### src/include/gl_defs.svh
`ifndef GL_DEFS_SVH
`define GL_DEFS_SVH

////////////////////
// datapath widths
////////////////////

`define GL_DATA_W      32   // memory word
`define GL_ADDR_W      32   // word address

// fixed point format is Q16.16
`define GL_FRAC_BITS   16

////////////////////
// storage sizes
////////////////////

`define GL_STACK_DEPTH 4    // saved matrices, current one not counted
`define GL_MEM_WORDS   4096 // words in the command/data memory

`endif
### src/source/gl_pkg.sv
package gl_pkg;

`include "gl_defs.svh"

    typedef logic [`GL_DATA_W-1:0]        word_t;   // raw memory word
    typedef logic [`GL_ADDR_W-1:0]        addr_t;   // word address
    typedef logic signed [`GL_DATA_W-1:0] fixed_t;  // Q16.16
    typedef logic [22:0]                  imm_t;    // inst[30:8]
    typedef logic [16*`GL_DATA_W-1:0]     matrix_t; // row major, elem 0 in low bits

    // 1.0 in Q16.16, used by identity load and screen mapping
    localparam fixed_t FX_ONE = fixed_t'(1) <<< `GL_FRAC_BITS;

    // low byte of an instruction
    typedef enum logic [7:0] {
        OP_NOP           = 8'h00,
        OP_LOAD_MATRIX   = 8'h01, // 16 words at imm
        OP_LOAD_IDENTITY = 8'h02,
        OP_PUSH          = 8'h03,
        OP_POP           = 8'h04,
        OP_VIEWPORT      = 8'h05, // x, y, w, h at imm
        OP_VERTEX        = 8'h06, // x, y, z, w at imm
        OP_END           = 8'h07
    } opcode_t;

    typedef enum logic [2:0] {
        DEC_IDLE,   // wait for an instruction
        DEC_ADDR,   // operand read address phase
        DEC_DATA,   // operand read data phase
        DEC_VERTEX, // wait for transform to go idle
        DEC_DONE    // program finished
    } decode_state_t;

    typedef enum logic [1:0] {
        XF_IDLE,
        XF_ROW,     // one clip row per cycle
        XF_MAP      // viewport step, waits here on a full output reg
    } xform_state_t;

endpackage

### src/source/gl_fetch.sv
`timescale 1ns/10ps

module gl_fetch
    import gl_pkg::*;
(
    input  logic  clk1,
    input  logic  reset,
    // read master
    output addr_t fetch_araddr,
    output logic  fetch_arvalid,
    input  logic  fetch_arready,
    input  word_t fetch_rdata,
    input  logic  fetch_rvalid,
    output logic  fetch_rready,
    // to decode
    output word_t inst,
    output logic  inst_valid,
    input  logic  inst_take
);

    addr_t pc;      // next word to read
    logic  rd_wait; // AR accepted, R not yet back
    logic  stopped; // OP_END went to decode

    assign fetch_araddr = pc;
    assign fetch_rready = rd_wait; // buffer is empty whenever a read is out

    always_ff @(posedge clk1)
    begin
        if (reset)
        begin
            pc            <= '0;
            fetch_arvalid <= 1'b0;
            rd_wait       <= 1'b0;
            inst_valid    <= 1'b0;
            stopped       <= 1'b0;
        end
        else
        begin
            // address phase
            if (fetch_arvalid && fetch_arready)
            begin
                fetch_arvalid <= 1'b0;
                rd_wait       <= 1'b1;
                pc            <= pc + 1'b1;
            end
            else if (!fetch_arvalid && !rd_wait && !inst_valid && !stopped)
                fetch_arvalid <= 1'b1; // refill as soon as decode takes the word

            // data phase and buffer
            if (fetch_rvalid && fetch_rready)
            begin
                rd_wait    <= 1'b0;
                inst_valid <= 1'b1;
            end
            else if (inst_take)
            begin
                inst_valid <= 1'b0;
                if (opcode_t'(inst[7:0]) == OP_END)
                    stopped <= 1'b1; // nothing past the end
            end
        end
    end

    // one word buffer
    always_ff @(posedge clk1)
    begin
        if (fetch_rvalid && fetch_rready)
            inst <= fetch_rdata;
    end

endmodule

### config.mk
export PLATFORM = sky130hd
export DESIGN_NAME = gl_fetch
export DESIGN_NICKNAME = d
export VERILOG_FILES = /design/src/source/gl_pkg.sv /design/src/source/gl_fetch.sv
export VERILOG_INCLUDE_DIRS = /design/src /design/src/include
export SDC_FILE = /design/constraint.sdc
export NUM_CORES = 1
export LEC_CHECK = 0
export BUFFER_PORTS_ARGS = -buffer_cell sky130_fd_sc_hd__clkbuf_2
export CAP_MARGIN = 20
export CORE_MARGIN = 2
export CORE_UTILIZATION = 30
export DETAILED_ROUTE_END_ITERATION = 12
export HOLD_SLACK_MARGIN = 0.15
export PLACE_DENSITY = 0.58
export SYNTH_ARGS = -nofsm -noshare
export SYNTH_HDL_FRONTEND = slang
export SYNTH_SLANG_ARGS = --single-unit
### constraint.sdc
create_clock -name clk1 -period 2.2 [get_ports clk1]
set_clock_uncertainty 0.2 [all_clocks]
set_input_delay 0.22 -clock clk1 [delete_from_list [all_inputs] [get_ports clk1]]
set_output_delay 0.22 -clock clk1 [all_outputs]
set_load 0.01 [all_outputs]
### Word level (Yosys, flattened, before mapping)

Cells that the tools add are included.

| storage, ports and cells | value |
|---|---|
| output and inout port bits | 67 |
| flip-flop bits (word level) | 68 |
| input bits | 37 |

| cells by class | value |
|---|---|
| bitwise gates (word level) | 1 |
| multiplexer cells | 2 |
| eq/ne operators | 1 |
| $add $sub $neg | 1 |
| reductions and logical operators | 13 |

Operators with widths:

| operator | number |
|---|---|
| $add A32 B1 Y32 const B | 1 |
| $eq A8 B3 Y1 const B | 1 |
| $logic_and A1 B1 Y1 | 5 |
| $logic_not A1 Y1 | 4 |
| $reduce_or A2 Y1 | 2 |
| $reduce_and A3 Y1 | 1 |
| $mux W1 | 2 |
| $reduce_bool A2 Y1 | 1 |
| $not A1 Y1 | 1 |

### Depth between registers and ports, before layout

| logic depth | value |
|---|---|
| word-level depth | 4 |
| gate-level depth with buffers | 6 |

### Worst setup path after synthesis

No wires, ideal clock.

| path | value |
|---|---|
| path kind | reg-to-reg |
| from | reg pc[0], in the netlist fetch_araddr[0] |
| to | reg pc[21], in the netlist fetch_araddr[21] |
| slack | 301 ps |
| cell stages (with the launch flop) | 7 |
| data arrival time | 1628 ps |
| path buffers | 2 |
| period minus slack after synthesis | 1899 ps |
| path through | dfxtp_1 and2_1 clkbuf_1 nand2_1 buf_2 or4_1 a21oi_1 |

| between the ends | value |
|---|---|
| word-level cells in the longest chain between the ends | 1 |

RTL lines:

| element | line | text |
|---|---|---|
| start: declaration | gl_fetch.sv:21 | `addr_t pc;` |
| start signal: assignment | gl_fetch.sv:45 | `pc <= pc + 1'b1;` |
| $add A32 B1 Y32 | gl_fetch.sv:45 |  |

Every way passes these cells.
A chain may end at the register's enable or synchronous reset.

### Final worst setup path

| path | value |
|---|---|
| from | in fetch_arready |
| to | reg pc[28], in the netlist fetch_araddr[28] |

| between the ends | value |
|---|---|
| word-level cells in the longest chain between the ends | 1 |

RTL lines:

| element | line | text |
|---|---|---|
| start: declaration | gl_fetch.sv:11 | `input logic fetch_arready,` |
| $logic_and A1 B1 Y1 | gl_fetch.sv:41 | `if (fetch_arvalid && fetch_arready)` |

Every way passes these cells.

==> flow_metrics.env <==
export IMPL_maximum_achievable_frequency_ghz=0.463
export IMPL_dominantRegCellSynth="dfxtp_1"
export IMPL_grt_use_total_pct=14.9
export IMPL_maxSlewHeadroom_pct=50.0
export IMPL_antennaDiodeCount=0
export IMPL_placed_area_sq_um=3410
export IMPL_yosysWarningCount=0
export IMPL_cts_tree="yes"
export IMPL_cts_clk_slew_worst_paths_ps=80
export IMPL_top_level_ports=104
export IMPL_crit_type="in -> reg"
export IMPL_path_max_fanout=6
export IMPL_design_core_area_sq_um=8760
export IMPL_detail_route_vias_per_cell=4.87
export IMPL_via_count_of_the_first_global_routing_pass=2411
export IMPL_min_period_over_period_pct=98.2
export IMPL_finalSetupViolations=0
export IMPL_outcome="complete, no violations"
export IMPL_fin_tns_setup_ps=0
export IMPL_postSynthNetCount=274
export IMPL_worstSkewPairLatency_ps=350
export IMPL_report_final_hold_viol_count=0
export IMPL_gr_total_overflow=0
export IMPL_synth_commonest_cells="dfxtp_1, edfxtp_1, a21oi_1"
export IMPL_post_synth_num_cell_types=29
export IMPL_reg2reg_slack_ps=130
export IMPL_synthMostInstantiatedCell="dfxtp_1"
export IMPL_dieWidth_um=99.1
export IMPL_postSynthAreaPerCell_sq_um=11.5
export IMPL_wl_um=7150
export IMPL_vias=2469
export IMPL_grt_max_degree=37
export IMPL_drt_iter0_drc=90
export IMPL_drc=0
export IMPL_post_drt_wl_per_cell_um=14.1
export IMPL_floorplan_die_height_um=99.1
export IMPL_portBuffers=103
export IMPL_share_of_layout_cells_above_drive_strength_1_pct=37.1
export IMPL_design_area_sq_um=4050
export IMPL_critPathCaptureType="register"
export IMPL_cp_data_arrival_time_ps=2230
export IMPL_drtPass1Iterations=4
export IMPL_die_area_sq_um=9830
export IMPL_power_leakage_nw=1.65
export IMPL_initial_utilization_pct=31.0
export IMPL_power_per_cell_area_nw_per_um2=649
export IMPL_min_delay_worst_endpoint="fetch_araddr[31]"
export IMPL_post_synth_inst_count=236
export IMPL_hold_path_class="reg -> reg"
export IMPL_post_dp_hpwl_um=4880
export IMPL_post_layout_min_period_ps=2160
export IMPL_root_buffer="clkbuf_8"
export IMPL_tightestPinTransition_ps=750
export IMPL_grt_first_pass_wirelength_um=11600
export IMPL_timing_hold_worst_start="fetch_araddr[31]"
export IMPL_tritoncts_buffers=9
export IMPL_synth_ff_latch_count=68
export IMPL_cts_num_sinks=68
export IMPL_synth_top_cells_by_area="edfxtp_1, dfxtp_1, o31ai_1"
export IMPL_grt_antenna_before_repair=0
export IMPL_area_delta_synth_final_pct=49.3
export IMPL_start_kind="input pin"
export IMPL_synth_cell_area_sq_um=2720
export IMPL_yosys_area_top_type="edfxtp_1"
export IMPL_max_clock_path_buffers=2
export IMPL_number_of_maximum_capacitance_violations=0
export IMPL_final_nets=433
export IMPL_yosysTopAreaCellShare_pct=35.4
export IMPL_number_of_flops_mapped_to_enable_cells_by_yosys=32
export IMPL_gp_congestion=0.762
export IMPL_r2r_start="fetch_araddr[1]"
export IMPL_synth_seq_area_share_pct=61.9
export IMPL_htree_levels=3
export IMPL_final_antenna_net_count=0
export IMPL_timing_reg2reg_worst_path_depth=6
export IMPL_num_rows=34
export IMPL_whs_path_depth=2
export IMPL_cp_required_ps=2270
export IMPL_vdd_ir_drop_max_v=0.000332
export IMPL_slew_viol_final=0
export IMPL_crit_path_start="fetch_arready"
export IMPL_worst_r2r_endpoint="fetch_araddr[28]"
export IMPL_asyncSetResetFlopFracSynth_pct=0
repair_timing:
| action | CTS | global route |
|---|---|---|
| setup endpoints to repair | 0 | 7 |
| endpoints found under the hold margin | 40 | 0 |
| buffers inserted | 0 | 6 |
| resized for setup | 0 | 8 |
| hold buffers | 36 | 0 |
state kept, by name, indices dropped and copies added, names as in the netlist:
signal,count
fetch_araddr,32
inst,32
fetch_arvalid,1
fetch_rready,1
inst_valid,1
stopped,1
per-layer routing:
metal | up-vias | routed length, um | track usage, %
li1 | 1221 | - | -
met1 | 1187 | 3030 | 17.5
met2 | 46 | 3660 | 25.1
met3 | 15 | 267 | 4.01
met4 | 0 | 195 | 7.80
met5 | - | 0 | 0
per-stage QoR:
stage	util (%)	cells	worst slack [ps]	total power [W]	hold WS, ps
floorplan	-	236	301	0.00142	119
global placement	39.0	450	279	0.00148	197
detailed placement	39.0	450	220	0.00149	199
CTS	45.5	501	73.0	0.00267	281
global route	46.2	507	-18.5	0.00273	335
finish	46.2	507	39.1	0.00263	281
worst max-delay path by stage:
stage / to / slack, ps
after floorplan: fetch_araddr[21] / 300
after global placement: fetch_araddr[20] / 280
after detailed placement: fetch_araddr[30] / 220
after CTS: fetch_araddr[30] / 70
after global routing: fetch_araddr[28] / -20
final: fetch_araddr[28] / 40
cell families (layout without fill, tap and decap cells):
logic type,after synthesis,count (layout),synth area share [%]
xor gates and xnor gates,10,10,3.23
muxes,1,1,0.415
and+or+nand+nor,93,93,20.7
AOI/OAI and AO/OA,46,46,10.0
buffers and inverters,17,180,3.18
DFF,68,68,61.9
adders and majority gates,1,1,0.461
power breakdown:
part           switching, W  internal [W]  leakage, nW
Sequential        0.0000102       0.00135        0.581
Clock              0.000487      0.000633        0.102
Combinational     0.0000667     0.0000871        0.971
Total              0.000564       0.00207         1.65
critical path, stage by stage:
cell and delay (ps):
dlygate4sd3_1 520, buf_4 130, and4_4 250, buf_8 110
nand4_1 220, buf_4 230, or4_1 400, a21oi_1 150
layout by cell type, fill, tap and decap left out, types with 2 or more instances in the layout:
master and count:
inv_1 4, clkinvlp_4 2, bufinv_16 2, and3_1 5
nand3_1 11, nand4_1 12, nand2_1 12, o31ai_1 17
clkbuf_2 102, edfxtp_1 32, nor2_1 14, buf_4 22
dlygate4sd3_1 36, xor2_1 10, and4_1 7, o21ai_0 4
and2_1 2, dfxtp_1 35, or3_1 4, clkbuf_8 9
a21oi_1 25, or4_1 16
final cells by class:
type,instances,area (sq um)
clock buffers,9,124
clock inverters,6,88.8
fillers,844,4710
inverters,4,15.0
multi-input cells,151,956
flip-flops and latches,68,1680
well taps,108,135
repair buffers,161,1050
Note: power is estimated with default switching activity, not from simulation.
