$ cat src/include/gl_defs.svh
`ifndef GL_DEFS_SVH
`define GL_DEFS_SVH

////////////////////
// datapath widths
////////////////////

`define GL_DATA_W      32   // memory word
`define GL_ADDR_W      32   // word address

// fixed point format is Q16.16
`define GL_FRAC_BITS   16

////////////////////
// storage sizes
////////////////////

`define GL_STACK_DEPTH 4    // saved matrices, current one not counted
`define GL_MEM_WORDS   4096 // words in the command/data memory

`endif
$ cat src/source/gl_pkg.sv
package gl_pkg;

`include "gl_defs.svh"

    typedef logic [`GL_DATA_W-1:0]        word_t;   // raw memory word
    typedef logic [`GL_ADDR_W-1:0]        addr_t;   // word address
    typedef logic signed [`GL_DATA_W-1:0] fixed_t;  // Q16.16
    typedef logic [22:0]                  imm_t;    // inst[30:8]
    typedef logic [16*`GL_DATA_W-1:0]     matrix_t; // row major, elem 0 in low bits

    // 1.0 in Q16.16, used by identity load and screen mapping
    localparam fixed_t FX_ONE = fixed_t'(1) <<< `GL_FRAC_BITS;

    // low byte of an instruction
    typedef enum logic [7:0] {
        OP_NOP           = 8'h00,
        OP_LOAD_MATRIX   = 8'h01, // 16 words at imm
        OP_LOAD_IDENTITY = 8'h02,
        OP_PUSH          = 8'h03,
        OP_POP           = 8'h04,
        OP_VIEWPORT      = 8'h05, // x, y, w, h at imm
        OP_VERTEX        = 8'h06, // x, y, z, w at imm
        OP_END           = 8'h07
    } opcode_t;

    typedef enum logic [2:0] {
        DEC_IDLE,   // wait for an instruction
        DEC_ADDR,   // operand read address phase
        DEC_DATA,   // operand read data phase
        DEC_VERTEX, // wait for transform to go idle
        DEC_DONE    // program finished
    } decode_state_t;

    typedef enum logic [1:0] {
        XF_IDLE,
        XF_ROW,     // one clip row per cycle
        XF_MAP      // viewport step, waits here on a full output reg
    } xform_state_t;

endpackage

$ cat src/source/gl_matrix_stack.sv
`timescale 1ns/10ps
`include "gl_defs.svh"

module gl_matrix_stack
    import gl_pkg::*;
(
    input  logic       clk1,
    input  logic       reset,
    input  logic       push_en,
    input  logic       pop_en,
    input  logic       identity_en,
    input  logic       elem_write_en,
    input  logic [3:0] elem_index,
    input  fixed_t     elem_data,
    output matrix_t    current
);

    localparam int PTR_W = $clog2(`GL_STACK_DEPTH);

    matrix_t          saved [`GL_STACK_DEPTH];
    logic [PTR_W:0]   depth;   // saved matrices, 0 .. GL_STACK_DEPTH
    logic [PTR_W-1:0] top_idx; // newest saved entry
    matrix_t          ident;

    assign top_idx = PTR_W'(depth - 1'b1);

    // 1.0 on the diagonal, elements 0, 5, 10, 15
    always_comb
    begin
        ident = '0;
        for (int i = 0; i < 4; i++)
            ident[(5*i)*`GL_DATA_W +: `GL_DATA_W] = FX_ONE;
    end

    always_ff @(posedge clk1)
    begin
        if (reset)
        begin
            current <= ident;
            depth   <= '0;
        end
        else
        begin
            if (push_en && depth < `GL_STACK_DEPTH)      // full stack ignores push
            begin
                saved[depth[PTR_W-1:0]] <= current;
                depth <= depth + 1'b1;
            end
            if (pop_en && depth != 0)                   // empty stack ignores pop
            begin
                current <= saved[top_idx];
                depth   <= depth - 1'b1;
            end
            if (identity_en)
                current <= ident;
            if (elem_write_en)
                current[elem_index*`GL_DATA_W +: `GL_DATA_W] <= elem_data;
        end
    end

    a_depth_max: assert property (@(posedge clk1) disable iff (reset)
        depth <= `GL_STACK_DEPTH);

endmodule

$ cat config.mk
export PLATFORM = sky130hd
export DESIGN_NAME = gl_matrix_stack
export DESIGN_NICKNAME = d
export VERILOG_FILES = /design/src/source/gl_pkg.sv /design/src/source/gl_matrix_stack.sv
export VERILOG_INCLUDE_DIRS = /design/src /design/src/include
export SDC_FILE = /design/constraint.sdc
export NUM_CORES = 2
export LEC_CHECK = 0
export CORE_UTILIZATION = 30
export DETAILED_ROUTE_END_ITERATION = 16
export DONT_BUFFER_PORTS = 1
export PLACE_DENSITY = 0.53
export SLEW_MARGIN = 20
export SYNTH_ARGS = -nofsm -noshare
export SYNTH_HDL_FRONTEND = slang
export SYNTH_SLANG_ARGS = --single-unit
$ cat constraint.sdc
create_clock -name clk1 -period 36.9 [get_ports clk1]
set_clock_uncertainty 0.1 [all_clocks]
set_input_delay 7.38 -clock clk1 [delete_from_list [all_inputs] [get_ports clk1]]
set_output_delay 7.38 -clock clk1 [all_outputs]
set_load 0.01 [all_outputs]
After elaboration in Yosys (flattened, before gate mapping)
Memories as Yosys holds them, arrays and structs flattened.
Index checks and enable logic that the tools add are counted.
Widths: inputs -> output; s select.
- word-level logic and storage cells: 23
- bits of input ports: 42
- output and inout port bits: 512
- memory bits (writable): 2048
- flip-flop bits (word level): 515
- memories: 1
- ROM bits: 0
- bits in latches: 0
- memories (memory ; words ; bits a word ; rd ports ; clocked after Yosys merged registers in ; wr ports ; RTL line ; text):
    saved ; 4 ; 512 ; 1 ; 0 ; 1 ; gl_matrix_stack.sv:20 ; matrix_t saved [`GL_STACK_DEPTH];
- shift operators: 2
- mux-type cells: 10
- bitwise operators: 0
- add/sub/neg operators: 3
- multiply operators: 0
- div/mod/pow operators: 0
- $lt $le $gt $ge: 1
- reductions and logical operators: 4
- eq/ne operators: 0
- operators by type and width (operator ; number):
    $mux 512 ; 4
    $bwmux 512 ; 1
    $shift 32x34->512 const A ; 1
    $shiftx 32x34->512 ; 1
    $neg 9->34 ; 1
    $mux 3 ; 2
    $add 3x1->3 const B ; 1
    $lt 3x3->1 const B ; 1
    $mux 1 ; 3
    $reduce_bool 3->1 ; 1
    $sub 3x1->3 const B ; 1
    $logic_and 1x1->1 ; 2
    $reduce_bool 2->1 ; 1

Longest topological paths before layout
- depth after elaboration: 7
- depth in mapped cells: 13
- mapped depth without buffers: 7

Least setup slack after synthesis
OpenSTA, ideal clock, no wires.
- kind: in2reg
- start point: in reset
- end point: mem saved[0][0] (netlist bit), enable pin
- path slack: 16209 ps
- data required time: 35853 ps
- path buffers: 2
- stages on the path: 4
- library setup time: 947 ps
- arrival time: 19644 ps
- cell sequence: inv_1 clkbuf_1 clkbuf_1 and3_1
- word-level cells in the longest chain between the ends: 2
- RTL lines (element ; RTL line ; text):
    start: declaration ; gl_matrix_stack.sv:8 ; input logic reset,
    $mux 1 ; gl_matrix_stack.sv:37 ; if (reset)
    $mux 1 (implied by the code) ; gl_matrix_stack.sv:46 ; saved[depth[PTR_W-1:0]] <= current;
    end: declaration ; gl_matrix_stack.sv:20 ;
Every way passes these cells.

Final worst setup path
- start point: in push_en
- end point: mem saved[1][277] (netlist bit), enable pin
- word-level cells in the longest chain between the ends: 4
- RTL lines (element ; RTL line ; text):
    start: declaration ; gl_matrix_stack.sv:9 ; input logic push_en,
    $logic_and 1x1->1 (no line) ; -- ;
    $mux 1 ; gl_matrix_stack.sv:44 ; if (push_en && depth < `GL_STACK_DEPTH)
    $mux 1 ; gl_matrix_stack.sv:37 ;
    $mux 1 (implied by the code) ; gl_matrix_stack.sv:46 ;
Every way passes these cells.

==> key figures <==
Floorplanning
  • Core box area: 311900 um2
  • Die Ht: 561.8 um
  • Initial core utilization: 0.3014
  • Die width: 561.8 um
  • FP Rows: 205
  • I/O pins: 554
  • Die ar.: 315600 um2

Worst setup path
  • RR Endpoint: current[269]
  • Crit path top cell by count: buf_4
  • R2R setup slack: 30.53 ns
  • Crit path depth: 6
  • Slowest cell on the critical path: and3_4
  • CP Launch Type: input port
  • Arr. time, crit path: 11.90 ns
  • CP Buf/Inv Count: 4
  • Kind of critical path: in -> reg
  • Critical path origin: push_en
  • CP Capture Point: saved[1][277]
  • Worst R2R Start: depth[0]
  • Critical path's top delay family: buffers and inverters
  • Worst reg2reg path depth: 9
  • Req. time, crit path: 37.27 ns
  • Max incr delay on CP: 0.89 ns
  • Critical Path End Type: flip-flop
  • Largest fanout on the critical path: 114
  • Cells along the critical path: nor2b_1 -> and3_4 -> buf_4 -> buf_4 -> buf_4 -> buf_12

Pwr
  • Worst IR Drop VDD: 0.00009050 V
  • PD cells: 79.26 nW/um2
  • Leakage: 33.93 nW

Global route
  • First-pass GRT wire length: 400.3 mm
  • Pin count of the biggest net entering global routing: 116
  • GRT overflow: 0
  • GRT Overall Usage: 0.1805
  • Initial antenna violation count: 39
  • Number of global-route vias before repair: 48220

Timing
  • Total negative setup slack: 0 ns
  • Worst Tran Pin Value: 1.221 ns
  • RSZ-0062 raised after global routing: no
  • Fin. Hold Viols: 0
  • Crit path time final: 11.52 ns
  • Final Max Slew Viols: 0
  • Fin crit share: 0.3123
  • Highest Clock Rate: 86.79 MHz
  • Endpoints failing setup: 0
  • Slew Limit Headroom: 0.1798
  • Min Hold Slack: 0.4553 ns

Finish
  • Synth-to-layout area growth: 15.42%
  • Fraction of layout cells with a size suffix above 1: 0.2292
  • Most frequent cells in the layout: 2048 x edfxtp_1, 514 x dfxtp_1, 506 x mux4_2, 485 x mux2i_1, 453 x o22ai_1
  • Fin cells: 9107
  • Fin area: 108500 um2
  • Final nets: 4761
  • Commonest non-fill, non-tap cell in the layout: edfxtp_1
  • Fill count: 29190

Logic synthesis
  • Syn avg cell area: 20.39 um2
  • Syn. warnings: 0
  • Cell variety after synth: 47
  • Mapped Nets: 4659
  • Fraction of synthesis flops using an asynchronous set or reset pin: 0
  • EDFF count, synth: 2048
  • Synth Flop Type: edfxtp_1
  • Synth Cell Area: 94020 um2
  • Post-synthesis cell count: 4610
  • Flops & latches, synth: 2563
  • Seq/Total Area, Yosys: 0.7638

Detailed routing
  • DRT iter0 DRCs: 3967
  • DRT Wirelength: 291.7 mm
  • Via count: 47000
  • ANT nets after route: 0
  • DRC: 0
  • WL/cell: 32.03 um
  • DR vias/cell: 5.161
  • Pre-Repair DR Iteration Count: 6

Clock tree
  • Post-CTS Resized: 0
  • Worst-Skew Late Latency: 0.88 ns
  • Post CTS Setup Buffer Count: 0
  • Clock Tree Buf Depth: 4
  • CTS HTree Levels: 5
  • CTS Hold Bufs: 0
  • Root Driver: clkbuf_16
  • Clock transition at path regs: 0.06 ns
  • # clock sinks: 2563
  • CTS Buf Count: 283
  • CTS tree: built

Place
  • Port bufs: 0
  • Placement Cell Area: 99230 um2
  • DP Wirelength: 168.8 mm
  • GPL Wtd Cong: 0.7364
  • DP Cell Count: 8567

Outcome
  • Outcome: finished, final reports clean

Flow run
  • Max_cap viols: 0

Hold path
  • Hold Crit Class: reg -> reg
-- cells in the mapped netlist, drive strengths merged, types with 7 or more instances --
cell type     n  area, um2
nor3          8      40.04
a211oi        9      67.56
mux2         32      360.4
ha            7      87.58
dfxtp       515      10310
clkbuf      177      665.6
mux4        506      11400
o2bb2ai      19      166.4
o21ai        41      205.2
edfxtp     2048      61500
nand3         7      35.03
inv           9      33.78
o22ai       453       2834
nand2        99      371.6
mux2i       485       4855
nor2         15      56.30
buf         120      600.6
-- power by group --
part | internal [mW] | switching (mW) | total, mW
logic | 0.959 | 1.07 | 2.03
clock network | 1.63 | 1.17 | 2.81
registers | 3.50 | 0.274 | 3.77
-- layer usage --
layer  vias to the layer above  routed length (um)  global-route usage
met4                         0                6569             0.04540
li1                      19450                   -                   -
met5                         -                   0                   0
met1                     25710              119000              0.2300
met3                       326               24850             0.05574
met2                      1518              141300              0.2986
-- worst register-to-register path: cells and delay by family (launching register included) --
kind                       cells  cell delay [ns]
AOI/OAI and AO/OA              1             0.10
muxes                          2             0.64
DFF                            1             0.83
adders and majority gates      1             0.68
buffers and inverters          5             3.83
-- how the worst min path moves through the flow --
stage | start | end | slack (ns) | cells past startpoint
detailed placement | current[4] | saved[2][4] | 0.47 | 0
CTS | current[170] | saved[0][170] | 0.45 | 0
global route | current[170] | saved[0][170] | 0.47 | 0
finish | current[170] | saved[2][170] | 0.46 | 0
global placement | current[83] | saved[1][83] | 0.45 | 0
floorplan | current[0] | saved[0][0] | 0.44 | 0
-- area by class of cell --
cell class                      instances  area, um2  area share
Tap cell                             4140       5180     0.04773
Inverter                               10      37.54   0.0003459
Timing Repair Buffer                  114       1006    0.009270
Sequential cell                      2563      71810      0.6618
Antenna cell                           19      47.55   0.0004381
Clock buffer                          398       7899     0.07279
Multi-Input combinational cell       1740      21190      0.1953
Clock inverter                        123       1344     0.01238
-- state kept, by name, indices dropped and copies added, names as in the netlist --
name / cells
saved: 2048
depth: 3
current: 512
-- cells by family (layout without fill, tap and decap cells) --
| logic type | count (synthesis) | after routing | synth area share |
|---|---|---|---|
| fa+ha+maj | 7 | 7 | 0.0009315 |
| buf+inv | 307 | 645 | 0.01387 |
| simple gates | 161 | 161 | 0.007665 |
| mux | 1023 | 1023 | 0.1767 |
| compound gates | 547 | 547 | 0.03682 |
| other cells | 0 | 19 | 0 |
| flops | 2563 | 2563 | 0.7638 |
| xor+xnor | 2 | 2 | 0.0002662 |
-- through the flow --
step | worst slack, ns | power (mW) | util
after floorplan | 16.21 | 5.411 | -
after global placement | 24.49 | 5.870 | 0.3181
after detailed placement | 24.51 | 5.899 | 0.3181
after CTS | 25.48 | 8.713 | 0.3478
after global routing | 25.28 | 8.942 | 0.3478
final | 25.38 | 8.601 | 0.3479
Note: power is estimated with default switching activity, not from simulation.
