===== src/include/gl_defs.svh =====
`ifndef GL_DEFS_SVH
`define GL_DEFS_SVH

////////////////////
// datapath widths
////////////////////

`define GL_DATA_W      32   // memory word
`define GL_ADDR_W      32   // word address

// fixed point format is Q16.16
`define GL_FRAC_BITS   16

////////////////////
// storage sizes
////////////////////

`define GL_STACK_DEPTH 4    // saved matrices, current one not counted
`define GL_MEM_WORDS   4096 // words in the command/data memory

`endif

===== src/source/gl_pkg.sv =====
package gl_pkg;

`include "gl_defs.svh"

    typedef logic [`GL_DATA_W-1:0]        word_t;   // raw memory word
    typedef logic [`GL_ADDR_W-1:0]        addr_t;   // word address
    typedef logic signed [`GL_DATA_W-1:0] fixed_t;  // Q16.16
    typedef logic [22:0]                  imm_t;    // inst[30:8]
    typedef logic [16*`GL_DATA_W-1:0]     matrix_t; // row major, elem 0 in low bits

    // 1.0 in Q16.16, used by identity load and screen mapping
    localparam fixed_t FX_ONE = fixed_t'(1) <<< `GL_FRAC_BITS;

    // low byte of an instruction
    typedef enum logic [7:0] {
        OP_NOP           = 8'h00,
        OP_LOAD_MATRIX   = 8'h01, // 16 words at imm
        OP_LOAD_IDENTITY = 8'h02,
        OP_PUSH          = 8'h03,
        OP_POP           = 8'h04,
        OP_VIEWPORT      = 8'h05, // x, y, w, h at imm
        OP_VERTEX        = 8'h06, // x, y, z, w at imm
        OP_END           = 8'h07
    } opcode_t;

    typedef enum logic [2:0] {
        DEC_IDLE,   // wait for an instruction
        DEC_ADDR,   // operand read address phase
        DEC_DATA,   // operand read data phase
        DEC_VERTEX, // wait for transform to go idle
        DEC_DONE    // program finished
    } decode_state_t;

    typedef enum logic [1:0] {
        XF_IDLE,
        XF_ROW,     // one clip row per cycle
        XF_MAP      // viewport step, waits here on a full output reg
    } xform_state_t;

endpackage


===== src/source/gl_mem_arbiter.sv =====
`timescale 1ns/10ps

module gl_mem_arbiter
    import gl_pkg::*;
(
    input  logic  clk1,
    input  logic  reset,
    // instruction fetch master
    input  addr_t fetch_araddr,
    input  logic  fetch_arvalid,
    output logic  fetch_arready,
    output word_t fetch_rdata,
    output logic  fetch_rvalid,
    input  logic  fetch_rready,
    // decode operand master
    input  addr_t data_araddr,
    input  logic  data_arvalid,
    output logic  data_arready,
    output word_t data_rdata,
    output logic  data_rvalid,
    input  logic  data_rready,
    // shared memory port
    output addr_t mem_araddr,
    output logic  mem_arvalid,
    input  logic  mem_arready,
    input  word_t mem_rdata,
    input  logic  mem_rvalid,
    output logic  mem_rready
);

    logic owner_valid; // a master holds the grant
    logic owner;       // 1 = data, 0 = fetch; also the last one served
    logic addr_sent;   // AR done, waiting on R
    logic pick;

    // round robin, the master not served last wins a tie
    assign pick = (fetch_arvalid && data_arvalid) ? ~owner : data_arvalid;

    always_ff @(posedge clk1)
    begin
        if (reset)
        begin
            owner_valid <= 1'b0;
            owner       <= 1'b0;
            addr_sent   <= 1'b0;
        end
        else if (!owner_valid)
        begin
            if (fetch_arvalid || data_arvalid)
            begin
                owner_valid <= 1'b1;
                owner       <= pick;
            end
        end
        else if (!addr_sent)
        begin
            if (mem_arvalid && mem_arready)
                addr_sent <= 1'b1;
        end
        else if (mem_rvalid && mem_rready)
        begin
            owner_valid <= 1'b0; // read retired, rearbitrate
            addr_sent   <= 1'b0;
        end
    end

    ////////////////////
    // channel routing
    ////////////////////

    assign mem_araddr  = owner ? data_araddr : fetch_araddr;
    assign mem_arvalid = owner_valid && !addr_sent && (owner ? data_arvalid : fetch_arvalid);
    assign mem_rready  = addr_sent && (owner ? data_rready : fetch_rready);

    assign fetch_arready = owner_valid && !addr_sent && !owner && mem_arready;
    assign data_arready  = owner_valid && !addr_sent && owner && mem_arready;
    assign fetch_rvalid  = addr_sent && !owner && mem_rvalid;
    assign data_rvalid   = addr_sent && owner && mem_rvalid;
    assign fetch_rdata   = mem_rdata; // only the owner sees rvalid
    assign data_rdata    = mem_rdata;

    // grant is pinned from AR until the R beat
    a_grant_held: assert property (@(posedge clk1) disable iff (reset)
        addr_sent && !(mem_rvalid && mem_rready) |=> addr_sent && $stable(owner));

    // AXI rule on the shared port, covers both masters
    a_ar_stable: assert property (@(posedge clk1) disable iff (reset)
        mem_arvalid && !mem_arready |=> mem_arvalid && $stable(mem_araddr));

endmodule


===== config.mk =====
export PLATFORM = sky130hd
export DESIGN_NAME = gl_mem_arbiter
export DESIGN_NICKNAME = d
export VERILOG_FILES = /design/src/source/gl_pkg.sv /design/src/source/gl_mem_arbiter.sv
export VERILOG_INCLUDE_DIRS = /design/src /design/src/include
export SDC_FILE = /design/constraint.sdc
export NUM_CORES = 1
export LEC_CHECK = 0
export BUFFER_PORTS_ARGS = -buffer_cell sky130_fd_sc_hd__buf_2
export CORE_AREA = 2 2 79 81
export DETAILED_ROUTE_END_ITERATION = 10
export DIE_AREA = 0 0 81 83
export GPL_TIMING_DRIVEN = 0
export SETUP_SLACK_MARGIN = 0.15
export SYNTH_ARGS = -nofsm -noshare
export SYNTH_HDL_FRONTEND = slang
export SYNTH_SLANG_ARGS = --single-unit

===== constraint.sdc =====
create_clock -name clk1 -period 3.1 [get_ports clk1]
set_input_delay 0.62 -clock clk1 [delete_from_list [all_inputs] [get_ports clk1]]
set_output_delay 0.62 -clock clk1 [all_outputs]
set_load 0.005 [all_outputs]

# Yosys cells after proc, flatten, opt, wreduce, memory -nomap -nowiden
# Cells that the tools add are included.
[totals] ramBits=0 latchBits=0 input_bits=104 out_inout_bits=102 reg_bits=3 wordCells=33 rom_bits=0 mem_count=0
[classes] reduce_logical=18 shifts=0 n_mux=10 n_div=0 n_bitwise=2 n_mul=0 add_sub_neg=0 magnitude_cmp=0 eq_ne=0
[op_table] op="32-bit 2-to-1 mux" n=1
[op_table] op="1-bit logical AND" n=14
[op_table] op="1-bit 2-to-1 mux" n=9
[op_table] op="1-bit logical NOT" n=2
[op_table] op="1-bit inverter" n=2
[op_table] op="2-bit AND reduction" n=1
[op_table] op="1-bit logical OR" n=1

# Depth between registers and ports, before layout
# Gate-level depths: netlist of the first run.
[logic_depth] ltp_word=6 mapped_depth=4 mapped_depth_nobuf=3

# Worst setup path after synthesis of the first run
# OpenSTA, ideal clock, no wires.
[synth_path] path_kind="flip-flop to output port" start="register owner" end="output port mem_araddr[10]" path_buffers=1 stages_incl_launch_ff=3 arrival_time_ps=891 required_time_ps=2480 slack_ps=1589 path_cell_list="dfxtp_1 buf_2 mux2_2"
[synth_via] elab_chain_cells=1
[synth_lines] item="start, declared" line_no="gl_mem_arbiter.sv:32" text="logic owner;"
[synth_lines] item="start signal, assigned" line_no="gl_mem_arbiter.sv:52" text="owner <= pick;"
[synth_lines] item="32-bit 2-to-1 mux" line_no="gl_mem_arbiter.sv:71" text="assign mem_araddr = owner ? data_araddr : fetch_araddr;"
[synth_lines] item="end, declared" line_no="gl_mem_arbiter.sv:23" text="output addr_t mem_araddr,"
# No other way between the ends.

# Final worst setup path of the first run
[layout_path] start="register owner" end="output port mem_araddr[19]"
# The elaborated chain is that of the path after synthesis.

==> results.yml, run 1 <==
outcome:
  status: "completed"
synth:
  yosysUniqueCellTypes: 16
  syn_area_per_cell_sq_um: 8.514
  syn_nets: 227
  ys_warn_count: 0
  ys_ff_latch: 3
  synth_top_cell_by_area: "buf_4"
  seq_area_frac_synth: 0.05735
  syn_area_sq_um: 1047
  yosys.area.top_type_share: 0.4659
  synth.area.top_cells: "buf_4 (47%), mux2_2 (34%), dfxtp_1 (5.7%)"
  synthesis.instances: 123
worst_setup_path:
  setup.worst_path.end_class: "output pin"
  crit_type: "register to output pin"
  cp_max_fo: 10
  cp-start-kind: "register"
  slowest_stage: "dfxtp_1"
  crit_path_cell_trace: "buf_2, mux2_2, buf_2"
  slowest_delay_ns: 0.38
  critPathRequiredTime_ns: 2.48
  crit_top_cell: "buf_2"
  cp.arrival_ns: 1.38
place:
  dp_cells: 371
  finalWeightedCongestion: 0.6671
  io_buffers: 173
  dp_hpwl_um: 3348
power:
  seqPwrFrac: 0.105
  powerDensity_nw_per_um2: 210.2
  comb_power_share: 0.624
  p_sw_uw: 120.6
  leakage_nw: 1.232
  irDropWorstVdd_mv: 0.1811
  switching_share: 0.2796
  p_int_uw: 310.7
  clkPwrFrac: 0.272
sta:
  period_share: 0.6442
  setup_viol: 0
  hold_violations: 0
  rsz0062_at_grt: "no"
  worstMarginPinSlew_ns: 0.2663
  period_minus_slack_ns: 1.997
  drv_slew: 0
  fin_setup_tns_ns: 0
  skew_ns: 0.0008436
  slew_headroom: 0.8211
  fmax_mhz: 500.8
cts:
  clockBufferDepth: 2
  clockRootBuffer: "clkbuf_8"
  post-cts-setup-buffer-count: 0
  cts_num_sinks: 3
  path_clk_slew_ns: 0.03
  worstSkewPairLatency_ns: 0.22
  htreeDepth: 1
  ctsHoldBuffers: 0
  numCtsBuffers: 3
  cts_tree: "built"
  post_cts_resized: 0
global_routing:
  grt_max_degree: 11
  grt_pass1_vias: 1290
  antenna_found_initial: 0
  grt_use_total: 0.09835
  grt-ovfl-total: 0
  grt_pass1_wl_um: 5368
detailed_routing:
  initialDrtViolationCount: 8
  drtAntennaViolNets: 0
  drt_pre_antenna_iters: 4
  finalWirelength_um: 3648
  drc: 0
  wl_per_cell_um: 9.728
  route.met2.wl_um: 1920
  dr_wl_met3_um: 586
  vias: 1422
  vias_per_cell: 3.792
  routed.top_layer: "met4"
  wl_met1_um: 1095
floorplanning:
  pin_count: 206
  die_h_um: 83
  core_area_sq_um: 5816
  placementRows: 28
  dieArea_sq_um: 6723
  dieWidth_um: 81
  start_util: 0.1801
worst_hold_path:
  hold_path_class: "register to register"
finish:
  drive_gt1_frac: 0.9233
  finalNonFillerCells: 375
  fin_util: 0.3528
  areaGrowthSynthToFinish_pct: 95.94
  diodes: 0
  nNetsFinal: 405
flow_run:
  maxCapViolCount: 0
synthesized netlist by cell type:
master	number
a21oi_1	1
a311oi_1	1
and3_1	2
buf_2	3
buf_4	65
dfxtp_1	3
inv_1	1
mux2_2	32
mux2i_1	2
nand2_1	2
nand2b_1	1
nor2_1	2
nor2b_1	3
nor3_1	3
nor3_2	1
o2bb2ai_1	1
metal layers:
layer,up-vias,global-route usage
met1,604,0.08066
li1,700,-
met3,4,0.02826
met2,114,0.2059
met5,-,0
met4,0,0.03698
cell usage in the layout, fill, tap and decap left out, types with 2 or more instances in the layout:
cell      netlist  routed
nor2_1          2       2
mux2i_1         2       2
and3_1          2       2
dfxtp_1         3       3
buf_4          65      65
clkbuf_8        0       3
buf_2           3     176
nand2_1         2       2
mux2_2         32      32
nor3_1          3       3
nor2b_1         3       3
sequential cells by signal (all words and copies together), names as in the netlist:
name and cells:
owner_valid 1, owner 1, addr_sent 1
power groups by stage:
stage	registers (mW)	clock network (mW)	logic (mW)
final	0.0452	0.117	0.269
after global routing	0.0460	0.124	0.298
after CTS	0.0454	0.122	0.274
after detailed placement	0.0460	0	0.273
after global placement	0.0459	0	0.271
after floorplan	0.0444	0	0.144
metrics by stage:
step / hold slack (ns) / total power [mW] / instance area [sq um] / setup WS (ns)
global placement: 0.5397 / 0.3165 / 2007 / 1.300
CTS: 0.5498 / 0.4416 / 2052 / 1.049
global route: 0.5882 / 0.4676 / 2052 / 1.022
detailed placement: 0.5440 / 0.3191 / 2007 / 1.286
finish: 0.5476 / 0.4312 / 2052 / 1.103
floorplan: 0.5074 / 0.1889 / 1047 / 1.589
path summary, 6_finish.rpt:
path                   from             end  slack, ns  cells past startpoint
setup / recovery      owner  mem_araddr[19]       1.10                      3
hold / removal    addr_sent       addr_sent       0.55                      2
setup reg to reg      owner     owner_valid       1.91                      4
hold reg to reg   addr_sent       addr_sent       0.55                      2
critical path: cells and delay by family, from the launching register on:
kind     cells  cell delay [ns]
buf+inv      2             0.41
flops        1             0.38
mux          1             0.37
final cells by class:
class	count	area, sq um
buffer	68	503.0
clock buffer	4	45.04
tap	75	93.84
multi-input combinational	51	480.5
fill	627	3764
timing repair buffer	173	865.8
inverter	1	3.754
sequential	3	60.06
logic make-up (layout without fill, tap and decap cells):
kind of cell | after synthesis | after routing | synth area share
simple gates | 14 | 14 | 0.07408
mux | 34 | 34 | 0.3632
compound gates | 3 | 3 | 0.02150
buf+inv | 69 | 246 | 0.4839
flops | 3 | 3 | 0.05735
(Power assumes the default switching activity.)
==> run 2, diff against run 1 <==
Clock period 3.1 ns to 1.9 ns, I/O delays scaled along.
==> results.yml, run 2 (synthesis gave the netlist of run 1 again) <==
outcome:
  status: "completed"
finish:
  final_cell_mix: "buf_2 (173), buf_4 (66), mux2_2 (32)"
  drive_gt1_frac: 0.9267
  nNetsFinal: 405
  diodes: 0
  final_area_sq_um: 2068
  regArea_sq_um: 61.31
  areaGrowthSynthToFinish_pct: 97.49
  multi_input_area_sq_um: 480.5
  finalNonFillerCells: 375
  layout_top_registers: "addr_sent x1, owner x1, owner_valid x1"
  fin_util: 0.3556
  final_common_cell: "buf_2"
  fill_cells: 631
cts:
  cts_tree: "built"
  numCtsBuffers: 3
  post-cts-setup-buffer-count: 0
  path_clk_slew_ns: 0.03
  clockRootBuffer: "clkbuf_8"
  cts_num_sinks: 3
  htreeDepth: 1
  worstSkewPairLatency_ns: 0.22
  clockBufferDepth: 2
sta:
  period_share: 0.8752
  fin_setup_tns_ns: 0
  slew_headroom: 0.8211
  drv_slew: 0
  period_minus_slack_ns: 1.663
  worstMarginPinSlew_ns: 0.2663
  holdWs_ns: 0.3670
  setup_viol: 0
  hold_violations: 0
  skew_ns: 0.0008437
  rsz0062_at_grt: "no"
  fmax_mhz: 601.4
  layout_setup_ws_ns: 0.2371
power:
  irDropWorstVdd_mv: 0.2956
  finalPower_uw: 710.1
  powerDensity_nw_per_um2: 343.3
  leakage_nw: 1.235
worst_setup_path:
  cp.arrival_ns: 1.28
  setup.worst_path.end_class: "output pin"
  cp-start-kind: "register"
  reg2reg_slack_ns: 0.78
  worstReg2RegStart: "owner"
  critPathRequiredTime_ns: 1.52
  crit_type: "register to output pin"
  cp_max_fo: 10
  worst-r2r-cell-count: 4
  worstReg2RegEnd: "owner_valid"
floorplanning:
  placementRows: 28
  dieArea_sq_um: 6723
  start_util: 0.1801
  die_h_um: 83
  dieWidth_um: 81
  core_area_sq_um: 5816
  pin_count: 206
detailed_routing:
  drc: 0
  vias_per_cell: 3.800
  drtAntennaViolNets: 0
  drt_pre_antenna_iters: 4
  finalWirelength_um: 3667
  initialDrtViolationCount: 8
  wl_per_cell_um: 9.779
  vias: 1425
worst_hold_path:
  min_from: "reset"
  hold_path_class: "input port to register"
  whs_path_depth: 2
  min_to: "owner"
global_routing:
  grt_use_total: 0.09835
  grt_max_degree: 11
  antenna_found_initial: 0
  grt-ovfl-total: 0
  grt_pass1_wl_um: 5368
  grt_pass1_vias: 1290
place:
  placed_area_sq_um: 2007
  dp_hpwl_um: 3348
  dp_slack_ns: 0.3257
  dp_cells: 371
  finalWeightedCongestion: 0.6671
  io_buffers: 173
flow_run:
  maxCapViolCount: 0
[run 2: layout make-up]
type	instances	area share
timing repair buffer	173	0.4186
buffer	68	0.2505
multi-input combinational	51	0.2323
tap	75	0.04537
sequential	3	0.02964
clock buffer	4	0.02178
inverter	1	0.001815
[run 2: timing repair]
item | in CTS | in global routing
resized for setup | 3 | 3
hold buffers | 0 | 0
gates cloned | 0 | 0
setup endpoints to repair | 23 | 26
[run 2: routing by layer]
layer	GRT usage	up-vias	part of all wire
li1	-	700	-
met1	0.08066	607	0.30
met2	0.2059	114	0.53
met3	0.02826	4	0.16
met4	0.03698	0	0.012
met5	0	-	0
[run 2: worst max-delay path, cell delays in order (launching register included)]
cell and delay, ns:
dfxtp_2 0.37, buf_4 0.21, mux2_2 0.35, buf_2 0.13
[run 2: how the worst max path moves through the flow]
stage | start | slack (ns) | cells after the start | to
detailed placement | owner | 0.33 | 3 | mem_araddr[18]
global placement | owner | 0.34 | 3 | mem_araddr[13]
floorplan | owner | 0.63 | 2 | mem_araddr[10]
CTS | owner | 0.14 | 3 | mem_araddr[2]
finish | owner | 0.24 | 3 | mem_araddr[19]
global route | owner | 0.19 | 3 | mem_araddr[19]
[run 2: where the power goes]
group / total, mW / internal [mW] / switching [mW]
logic: 0.444 / 0.300 / 0.144
clock network: 0.191 / 0.144 / 0.0475
registers: 0.0750 / 0.0686 / 0.00638
total: 0.710 / 0.512 / 0.198
