[config.mk]
export PLATFORM = sky130hd
export DESIGN_NAME = gl_decode
export DESIGN_NICKNAME = d
export VERILOG_FILES = /design/src/source/gl_pkg.sv /design/src/source/gl_decode.sv
export VERILOG_INCLUDE_DIRS = /design/src /design/src/include
export SDC_FILE = /design/constraint.sdc
export NUM_CORES = 1
export LEC_CHECK = 0
export BUFFER_PORTS_ARGS = -buffer_cell sky130_fd_sc_hd__buf_4
export CAP_MARGIN = 15
export CELL_PAD_IN_SITES_DETAIL_PLACEMENT = 0
export CELL_PAD_IN_SITES_GLOBAL_PLACEMENT = 2
export CORE_MARGIN = 2
export CORE_UTILIZATION = 37
export CTS_CLUSTER_DIAMETER = 60
export DETAILED_ROUTE_END_ITERATION = 16
export GPL_TIMING_DRIVEN = 0
export PLACE_DENSITY = 0.84
export SLEW_MARGIN = 5
export SYNTH_ARGS = -nofsm -noshare
export SYNTH_HDL_FRONTEND = slang
export SYNTH_SLANG_ARGS = --single-unit
[constraint.sdc]
create_clock -name clk1 -period 7.11 [get_ports clk1]
set_input_delay 0.711 -clock clk1 [delete_from_list [all_inputs] [get_ports clk1]]
set_output_delay 0.711 -clock clk1 [all_outputs]
set_load 0.01 [all_outputs]
[src/include/gl_defs.svh]
`ifndef GL_DEFS_SVH
`define GL_DEFS_SVH

////////////////////
// datapath widths
////////////////////

`define GL_DATA_W      32   // memory word
`define GL_ADDR_W      32   // word address

// fixed point format is Q16.16
`define GL_FRAC_BITS   16

////////////////////
// storage sizes
////////////////////

`define GL_STACK_DEPTH 4    // saved matrices, current one not counted
`define GL_MEM_WORDS   4096 // words in the command/data memory

`endif
[src/source/gl_pkg.sv]
package gl_pkg;

`include "gl_defs.svh"

    typedef logic [`GL_DATA_W-1:0]        word_t;   // raw memory word
    typedef logic [`GL_ADDR_W-1:0]        addr_t;   // word address
    typedef logic signed [`GL_DATA_W-1:0] fixed_t;  // Q16.16
    typedef logic [22:0]                  imm_t;    // inst[30:8]
    typedef logic [16*`GL_DATA_W-1:0]     matrix_t; // row major, elem 0 in low bits

    // 1.0 in Q16.16, used by identity load and screen mapping
    localparam fixed_t FX_ONE = fixed_t'(1) <<< `GL_FRAC_BITS;

    // low byte of an instruction
    typedef enum logic [7:0] {
        OP_NOP           = 8'h00,
        OP_LOAD_MATRIX   = 8'h01, // 16 words at imm
        OP_LOAD_IDENTITY = 8'h02,
        OP_PUSH          = 8'h03,
        OP_POP           = 8'h04,
        OP_VIEWPORT      = 8'h05, // x, y, w, h at imm
        OP_VERTEX        = 8'h06, // x, y, z, w at imm
        OP_END           = 8'h07
    } opcode_t;

    typedef enum logic [2:0] {
        DEC_IDLE,   // wait for an instruction
        DEC_ADDR,   // operand read address phase
        DEC_DATA,   // operand read data phase
        DEC_VERTEX, // wait for transform to go idle
        DEC_DONE    // program finished
    } decode_state_t;

    typedef enum logic [1:0] {
        XF_IDLE,
        XF_ROW,     // one clip row per cycle
        XF_MAP      // viewport step, waits here on a full output reg
    } xform_state_t;

endpackage

[src/source/gl_decode.sv]
`timescale 1ns/10ps

module gl_decode
    import gl_pkg::*;
(
    input  logic       clk1,
    input  logic       reset,
    input  word_t      inst,
    input  logic       inst_valid,
    output logic       inst_take,
    // operand read master
    output addr_t      data_araddr,
    output logic       data_arvalid,
    input  logic       data_arready,
    input  word_t      data_rdata,
    input  logic       data_rvalid,
    output logic       data_rready,
    // matrix stack
    output logic       push_en,
    output logic       pop_en,
    output logic       identity_en,
    output logic       elem_write_en,
    output logic [3:0] elem_index,
    output fixed_t     elem_data,
    // transform
    output logic       xf_start,
    input  logic       xf_busy,
    output fixed_t     vp_x,
    output fixed_t     vp_y,
    output fixed_t     vp_w,
    output fixed_t     vp_h,
    output fixed_t     vert_x,
    output fixed_t     vert_y,
    output fixed_t     vert_z,
    output fixed_t     vert_w,
    output logic       done
);

    decode_state_t state;
    opcode_t       inst_op;  // field split of the buffered word
    imm_t          inst_imm;
    opcode_t       op_q;     // instruction being executed
    addr_t         rd_addr;  // next operand word
    logic [3:0]    word_idx; // operand counter
    logic [3:0]    last_idx; // 15 for a matrix, 3 otherwise

    assign inst_op  = opcode_t'(inst[7:0]);
    assign inst_imm = inst[30:8]; // bit 31 reserved

    assign inst_take    = (state == DEC_IDLE) && inst_valid;
    assign data_araddr  = rd_addr;
    assign data_arvalid = (state == DEC_ADDR);
    assign data_rready  = (state == DEC_DATA);

    ////////////////////
    // command FSM
    ////////////////////

    always_ff @(posedge clk1)
    begin
        if (reset)
        begin
            state         <= DEC_IDLE;
            push_en       <= 1'b0;
            pop_en        <= 1'b0;
            identity_en   <= 1'b0;
            elem_write_en <= 1'b0;
            xf_start      <= 1'b0;
            done          <= 1'b0;
        end
        else
        begin
            push_en       <= 1'b0; // all single cycle strobes
            pop_en        <= 1'b0;
            identity_en   <= 1'b0;
            elem_write_en <= 1'b0;
            xf_start      <= 1'b0;
            case (state)
                DEC_IDLE:
                    if (inst_valid)
                    begin
                        case (inst_op)
                            OP_PUSH:          push_en     <= 1'b1;
                            OP_POP:           pop_en      <= 1'b1;
                            OP_LOAD_IDENTITY: identity_en <= 1'b1;
                            OP_LOAD_MATRIX, OP_VIEWPORT, OP_VERTEX:
                                state <= DEC_ADDR;
                            OP_END:
                            begin
                                done  <= 1'b1; // sticky
                                state <= DEC_DONE;
                            end
                            default: ; // NOP and unknown codes
                        endcase
                    end
                DEC_ADDR:
                    if (data_arready)
                        state <= DEC_DATA;
                DEC_DATA:
                    if (data_rvalid)
                    begin
                        elem_write_en <= (op_q == OP_LOAD_MATRIX);
                        if (word_idx != last_idx)
                            state <= DEC_ADDR;
                        else
                            state <= (op_q == OP_VERTEX) ? DEC_VERTEX : DEC_IDLE;
                    end
                DEC_VERTEX:
                    if (!xf_busy)
                    begin
                        xf_start <= 1'b1; // transform latches vertex next edge
                        state    <= DEC_IDLE;
                    end
                default: ; // DEC_DONE holds
            endcase
        end
    end

    ////////////////////
    // operand registers
    ////////////////////

    always_ff @(posedge clk1)
    begin
        if (inst_take)
        begin
            op_q     <= inst_op;
            rd_addr  <= addr_t'(inst_imm);
            word_idx <= '0;
            last_idx <= (inst_op == OP_LOAD_MATRIX) ? 4'd15 : 4'd3;
        end
        else if (data_rvalid && data_rready)
        begin
            rd_addr    <= rd_addr + 1'b1;
            word_idx   <= word_idx + 1'b1;
            elem_index <= word_idx; // row major element number
            elem_data  <= fixed_t'(data_rdata);
            if (op_q == OP_VIEWPORT)
            begin
                case (word_idx[1:0])
                    2'd0:    vp_x <= fixed_t'(data_rdata);
                    2'd1:    vp_y <= fixed_t'(data_rdata);
                    2'd2:    vp_w <= fixed_t'(data_rdata);
                    default: vp_h <= fixed_t'(data_rdata);
                endcase
            end
            else if (op_q == OP_VERTEX)
            begin
                case (word_idx[1:0])
                    2'd0:    vert_x <= fixed_t'(data_rdata);
                    2'd1:    vert_y <= fixed_t'(data_rdata);
                    2'd2:    vert_z <= fixed_t'(data_rdata);
                    default: vert_w <= fixed_t'(data_rdata);
                endcase
            end
        end
    end

    // transform must only go busy after a start it has seen
    a_start_idle: assert property (@(posedge clk1) disable iff (reset)
        xf_start |-> !xf_busy);

endmodule

After elaboration in Yosys (flattened, before gate mapping)
Cells that the tools add are included.
- equal/unequal tests: 21
- muxes and demuxes: 15
- reduce and logical (&&, ||, !) cells: 22
- add/subtract/negate cells: 2
- bitwise logic cells: 8
- operators with widths (cell ; count):
    $eq A8 B3 Y1 const B ; 6
    $mux W23 ; 2
    $add A32 B1 Y32 const B ; 1
    $reduce_and A5 Y1 ; 4
    $eq A8 B1 Y1 const B ; 2
    $eq A8 B2 Y1 const B ; 2
    $reduce_and A4 Y1 ; 4
    $mux W3 ; 4
    $pmux W3 S4 ; 1
    $reduce_or A3 Y1 ; 4
    $not A1 Y1 ; 8
    $eq A3 B2 Y1 const B ; 2
    $ne A2 B2 Y1 const B ; 3
    $pmux W3 S2 ; 1
    $reduce_and A6 Y1 ; 1
    $add A4 B1 Y4 const B ; 1
    $mux W1 ; 4
    $mux W2 ; 2
    $mux W4 ; 1
    $ne A4 B4 Y1 ; 1
    $reduce_bool A4 Y1 ; 1
    $eq A3 B1 Y1 const B ; 1
    $logic_not A3 Y1 ; 1
    $ne A3 B1 Y1 const B ; 1
    9 further kinds ; 10
- register bits after elaboration: 349
- input bits: 70

Longest topological paths before layout
- word-level depth: 5
- gate-level depth with buffers: 8

Worst setup path before layout
Ideal clock, no wire load.
- path type: input to register
- from: input port data_rvalid
- to: register vert_w[0], enable pin
- arrival: 3765 ps
- stages on the path: 4
- setup slack: 2924 ps
- buffers on the path: 1
- path through: and4bb_2 clkbuf_1 nand2_1 nor2_1
- longest elaborated chain between the ends: 2
- ends and longest elaborated chain (what ; line ; text):
    start, declared ; gl_decode.sv:16 ; input logic data_rvalid,
    $logic_and A1 B1 Y1 ; gl_decode.sv:132 ; else if (data_rvalid && data_rready)
    $reduce_and A5 Y1 (no source line) ; n/a ;
    end signal, assigned ; gl_decode.sv:153 ; default: vert_w <= fixed_t'(data_rdata);
    end, declared ; gl_decode.sv:35 ; output fixed_t vert_w,
No other way between the ends.
A chain may end at the register's enable or synchronous reset.

Worst setup path after layout
- from: register state[1]
- to: output port inst_take
- longest elaborated chain between the ends: 2
- ends and longest elaborated chain (what ; line ; text):
    start, declared ; gl_decode.sv:39 ; decode_state_t state;
    start signal, assigned ; gl_decode.sv:106 ; state <= (op_q == OP_VERTEX) ? DEC_VERTEX : DEC_IDLE;
    $logic_not A3 Y1 ; gl_decode.sv:50 ; assign inst_take = (state == DEC_IDLE) && inst_valid;
    $logic_and A1 B1 Y1 ; gl_decode.sv:50 ;
    end, declared ; gl_decode.sv:10 ; output logic inst_take,
No other way between the ends.

==> impl.org <==
** Yosys
- Top area cells in the synthesized netlist :: sky130_fd_sc_hd__edfxtp_1, sky130_fd_sc_hd__dfxtp_1, sky130_fd_sc_hd__nand2_1
- Of the post-synthesis cell area, the dominant cell type holds 0.836.
- Instance count of the mapped netlist :: 597
- The cell area that synthesis handed to floorplanning was 11600 µm².
- Most area-hungry cell type in the Yosys netlist :: sky130_fd_sc_hd__edfxtp_1
- After synthesis the netlist holds a flip-flop and latch count of 346.
- Synth Net Count :: 673
- Number of warnings issued by yosys :: 0
- Predominant post-synthesis flop cell :: sky130_fd_sc_hd__edfxtp_1
- Yosys mapped a number of flops with a built-in enable equal to 324.
- Post-Synthesis Mean Instance Area :: 19.5 µm²
- Yosys mapped the design onto 45 distinct sky130hd cell types.
- Share of synthesized flip-flops with an asynchronous set or reset :: 0
- Proportion of synthesized chip area in sequential cells :: 0.873

** Global routing
- Wire length of the first global-routing pass :: 48600 µm
- Initial antenna violation count :: 0
- Largest net degree at the start of global routing :: 46
- Via count of the first global-routing pass :: 6942
- Grt total ovfl :: 0
- Total track usage :: 0.199

** Route
- Summed over all layers, the routed wires come to 33300 µm.
- Using the TritonRoute via totals, the vias-per-cell ratio works out to 4.90.
- Post-route DRC violation count :: 0
- Number of search-and-repair iterations in the first detailed-routing pass :: 5
- Routed wire length per instance :: 22.7 µm
- Count of vias placed by the detailed router :: 7200
- For this block, the initial DRC count from the detailed router was 429.
- Once detail routing completed, the nets flagged for antenna violations numbered 0.

** Outcome
- The flow ran to the end, and the final reports show no timing, DRC or antenna violations.

** Setup path
- In this run the worst setup path begins at state[1].
- Traced cell by cell, the critical path runs through clkbuf_1 -> nor2_1 -> nand3_1 -> inv_1 -> clkbuf_1 -> clkbuf_1 -> buf_4.
- For the worst setup path, the data arrival time is 3170 ps.
- STA puts the critical path data required time at 6400 ps.
- The cell that appears most often on the critical path is sky130_fd_sc_hd__clkbuf_1.
- In this design, the stage delay of the slowest critical-path cell is 760 ps.
- Along the worst path, the maximum fanout reaches 19.
- The critical path contains buffers and inverters numbering 5 combined.
- Slowest library cell on the worst path :: sky130_fd_sc_hd__clkbuf_1
- Critical path destination :: inst_take
- R2R Path Start :: state[1]
- The worst setup path is launched from a flip-flop.
- Category of cells accounting for the largest share of critical-path delay :: buffers and inverters
- Setup CP Type :: reg -> out
- Critical path depth in cells :: 7
- Measured in cells, the most critical reg-to-reg path has a length of 6.
- Crit Reg-Reg Endpoint :: vert_z[29]
- Worst setup slack for register-to-register paths :: 4030 ps
- STA classifies the critical path endpoint as an output port.

** Clocking
- Sink Count :: 346
- In this run, post-CTS repair resized a total of 0 instances.
- H-tree levels :: 2
- The later pin in the worst-skew pair is clocked with a latency of 520 ps.
- Clock tree synthesis inserted a total of 37 buffers.
- Clock-pin slew was measured on the worst setup and hold paths at 50 ps.
- Bufs on Longest Clock Path :: 3
- CTS placed an instance of sky130_fd_sc_hd__clkbuf_16 at the clock tree root.
- Quantity of hold-fixing buffers added after cts :: 0
- TritonCTS built the clock tree.
- # Post-CTS Setup Buffers :: 0

** Floorplan
- The floorplan step set the die height to 181 µm.
- During I/O placement, the number of pins put on the boundary was 403.
- The initial utilization of the core area, before any placement, comes to 0.379.
- The initialized floorplan defines 64 standard-cell rows.
- From left edge to right edge, the die measures 181 µm.
- Core region area :: 30700 µm²
- The floorplan step defined a die boundary enclosing 32900 µm².

** Timing
- The final hold violation count came to 0.
- The number of pins exceeding their max-slew limit in the final report was 0.
- Static timing analysis puts the maximum clock frequency at 258 MHz.
- Final critical-path share of the clock period :: 0.546
- For the finished layout, the period the worst path requires is 3880 ps.
- Transition time at the pin with the least slew margin :: 1030 ps
- Setup violations remaining at the end of the flow were counted as 0.
- Setup slack closes at 3230 ps.
- Worst-case headroom to the max-slew limit :: 0.313
- On the final layout, the worst hold slack is 388 ps.
- Setup repair after global routing missed its margin :: false
- Across the routed clock network, the largest skew measured is 15.1 ps.
- After routing, the total negative slack on setup checks comes to 0 ps.

** Final layout
- Leaving out fill and tap cells, the most frequent cells in the layout are sky130_fd_sc_hd__buf_4, sky130_fd_sc_hd__edfxtp_1, sky130_fd_sc_hd__nand2_1, sky130_fd_sc_hd__clkbuf_16, sky130_fd_sc_hd__dfxtp_1.
- Diode insertion count for antenna repair :: 0
- The finished cells cover 16600 µm².
- Leading cell type in the layout, fill and taps excluded :: sky130_fd_sc_hd__buf_4
- The area growth from synthesis to layout is 42.6%.
- Multi-input combinational cell area :: 1430 µm²
- Of the cells placed in the final design, the portion with a size suffix greater than 1 is 0.451.
- In the final design database the tool counted 1120 nets.
- The sequential cells in the finished layout cover a total of 10200 µm².
- After filler insertion, the fill cell instance count of the layout stands at 2473.

** Power
- Of the total power, the clock network draws 0.443.
- The share of total power dissipated in combinational logic is 0.030.
- Share of total power in sequential cells :: 0.528
- Net switching power of the design :: 0.849 mW
- Summed over all cells, the static leakage comes to 6.17 nW.
- In this run the power density over the cells is 259 nW/µm².
- The internal power of the cells totals 3.44 mW.
- The worst-case IR drop observed on VDD is 0.144 mV.
- Switching share of power :: 0.198

** Placed design
- Cell area reported after detailed placement :: 15400 µm²
- At the end of routability-driven placement, the weighted congestion stood at 0.808.
- PortBufs :: 400
- Before CTS, the worst setup slack after placement is 3650 ps.
- The wire-length estimate of the detail-placed layout is 24400 µm.

** Hold path
- The min-delay analysis places its worst path in the category in -> reg.

** Job
- Across the run, the number of max-cap violations was 0.
[synth_stat cells, types with 3 or more instances]
| master | number |
|---|---|
| sky130_fd_sc_hd__ha_1 | 6 |
| sky130_fd_sc_hd__or4_1 | 12 |
| sky130_fd_sc_hd__dfxtp_1 | 22 |
| sky130_fd_sc_hd__nand4_1 | 11 |
| sky130_fd_sc_hd__o211ai_1 | 3 |
| sky130_fd_sc_hd__nor2_1 | 24 |
| sky130_fd_sc_hd__nand2_1 | 43 |
| sky130_fd_sc_hd__and3_1 | 7 |
| sky130_fd_sc_hd__a31oi_1 | 4 |
| sky130_fd_sc_hd__nor4_1 | 3 |
| sky130_fd_sc_hd__xor2_1 | 5 |
| sky130_fd_sc_hd__clkbuf_1 | 10 |
| sky130_fd_sc_hd__inv_1 | 10 |
| sky130_fd_sc_hd__o31ai_1 | 9 |
| sky130_fd_sc_hd__o21ai_0 | 21 |
| sky130_fd_sc_hd__a21oi_1 | 11 |
| sky130_fd_sc_hd__and4_1 | 4 |
| sky130_fd_sc_hd__xnor2_1 | 11 |
| sky130_fd_sc_hd__edfxtp_1 | 324 |
| sky130_fd_sc_hd__nor3_1 | 11 |
| sky130_fd_sc_hd__nand3_1 | 13 |
| sky130_fd_sc_hd__a311oi_1 | 3 |
[stage by stage]
step	utilization	total power, mW	std cells
4_1_cts	0.540	4.33	1468
2_1_floorplan	-	2.35	597
3_5_place_dp	0.500	2.43	1401
3_3_place_gp	0.492	2.43	1393
6_report	0.540	4.29	1468
5_1_grt	0.540	4.43	1468
[cells by family after synthesis]
| family | count (synthesis) | share of synthesized area |
|---|---|---|
| compound gates | 55 | 0.0289 |
| xor+xnor | 16 | 0.0120 |
| fa+ha+maj | 6 | 0.00645 |
| buf+inv | 24 | 0.00860 |
| flops | 346 | 0.873 |
| mux | 2 | 0.00183 |
| simple gates | 148 | 0.0688 |
[power by group through the flow]
stage	combinational [mW]	sequential, mW	clock (mW)
CTS	0.129	2.26	1.94
floorplan	0.0381	2.31	0
global placement	0.126	2.31	0
global route	0.142	2.27	2.03
finish	0.128	2.26	1.90
detailed placement	0.129	2.31	0
[how the worst min path moves through the flow]
stage                    startpoint         endpoint  cells after the start
finish                      inst[3]          op_q[3]                      1
global route                inst[3]          op_q[3]                      1
CTS                         inst[3]          op_q[3]                      1
detailed placement             done             done                      2
global placement    data_araddr[31]  data_araddr[31]                      1
floorplan               word_idx[3]    elem_index[3]                      0
[per-layer routing]
metal	global-route usage	routed length (µm)	up-vias
li1	-	-	3246
met1	0.240	12400	3567
met2	0.346	17000	328
met3	0.0580	2840	59
met4	0.0621	1040	0
met5	0	0	-
[cell type report]
cell class	count	area share
Inverter	10	0.00226
Clock inverter	22	0.0140
Clock buffer	45	0.0595
Sequential cell	346	0.613
Multi-Input combinational cell	227	0.0864
Timing Repair Buffer	408	0.191
Tap cell	396	0.0298
Buffer	14	0.00399
No activity file was read; power rests on OpenSTA's default activity.
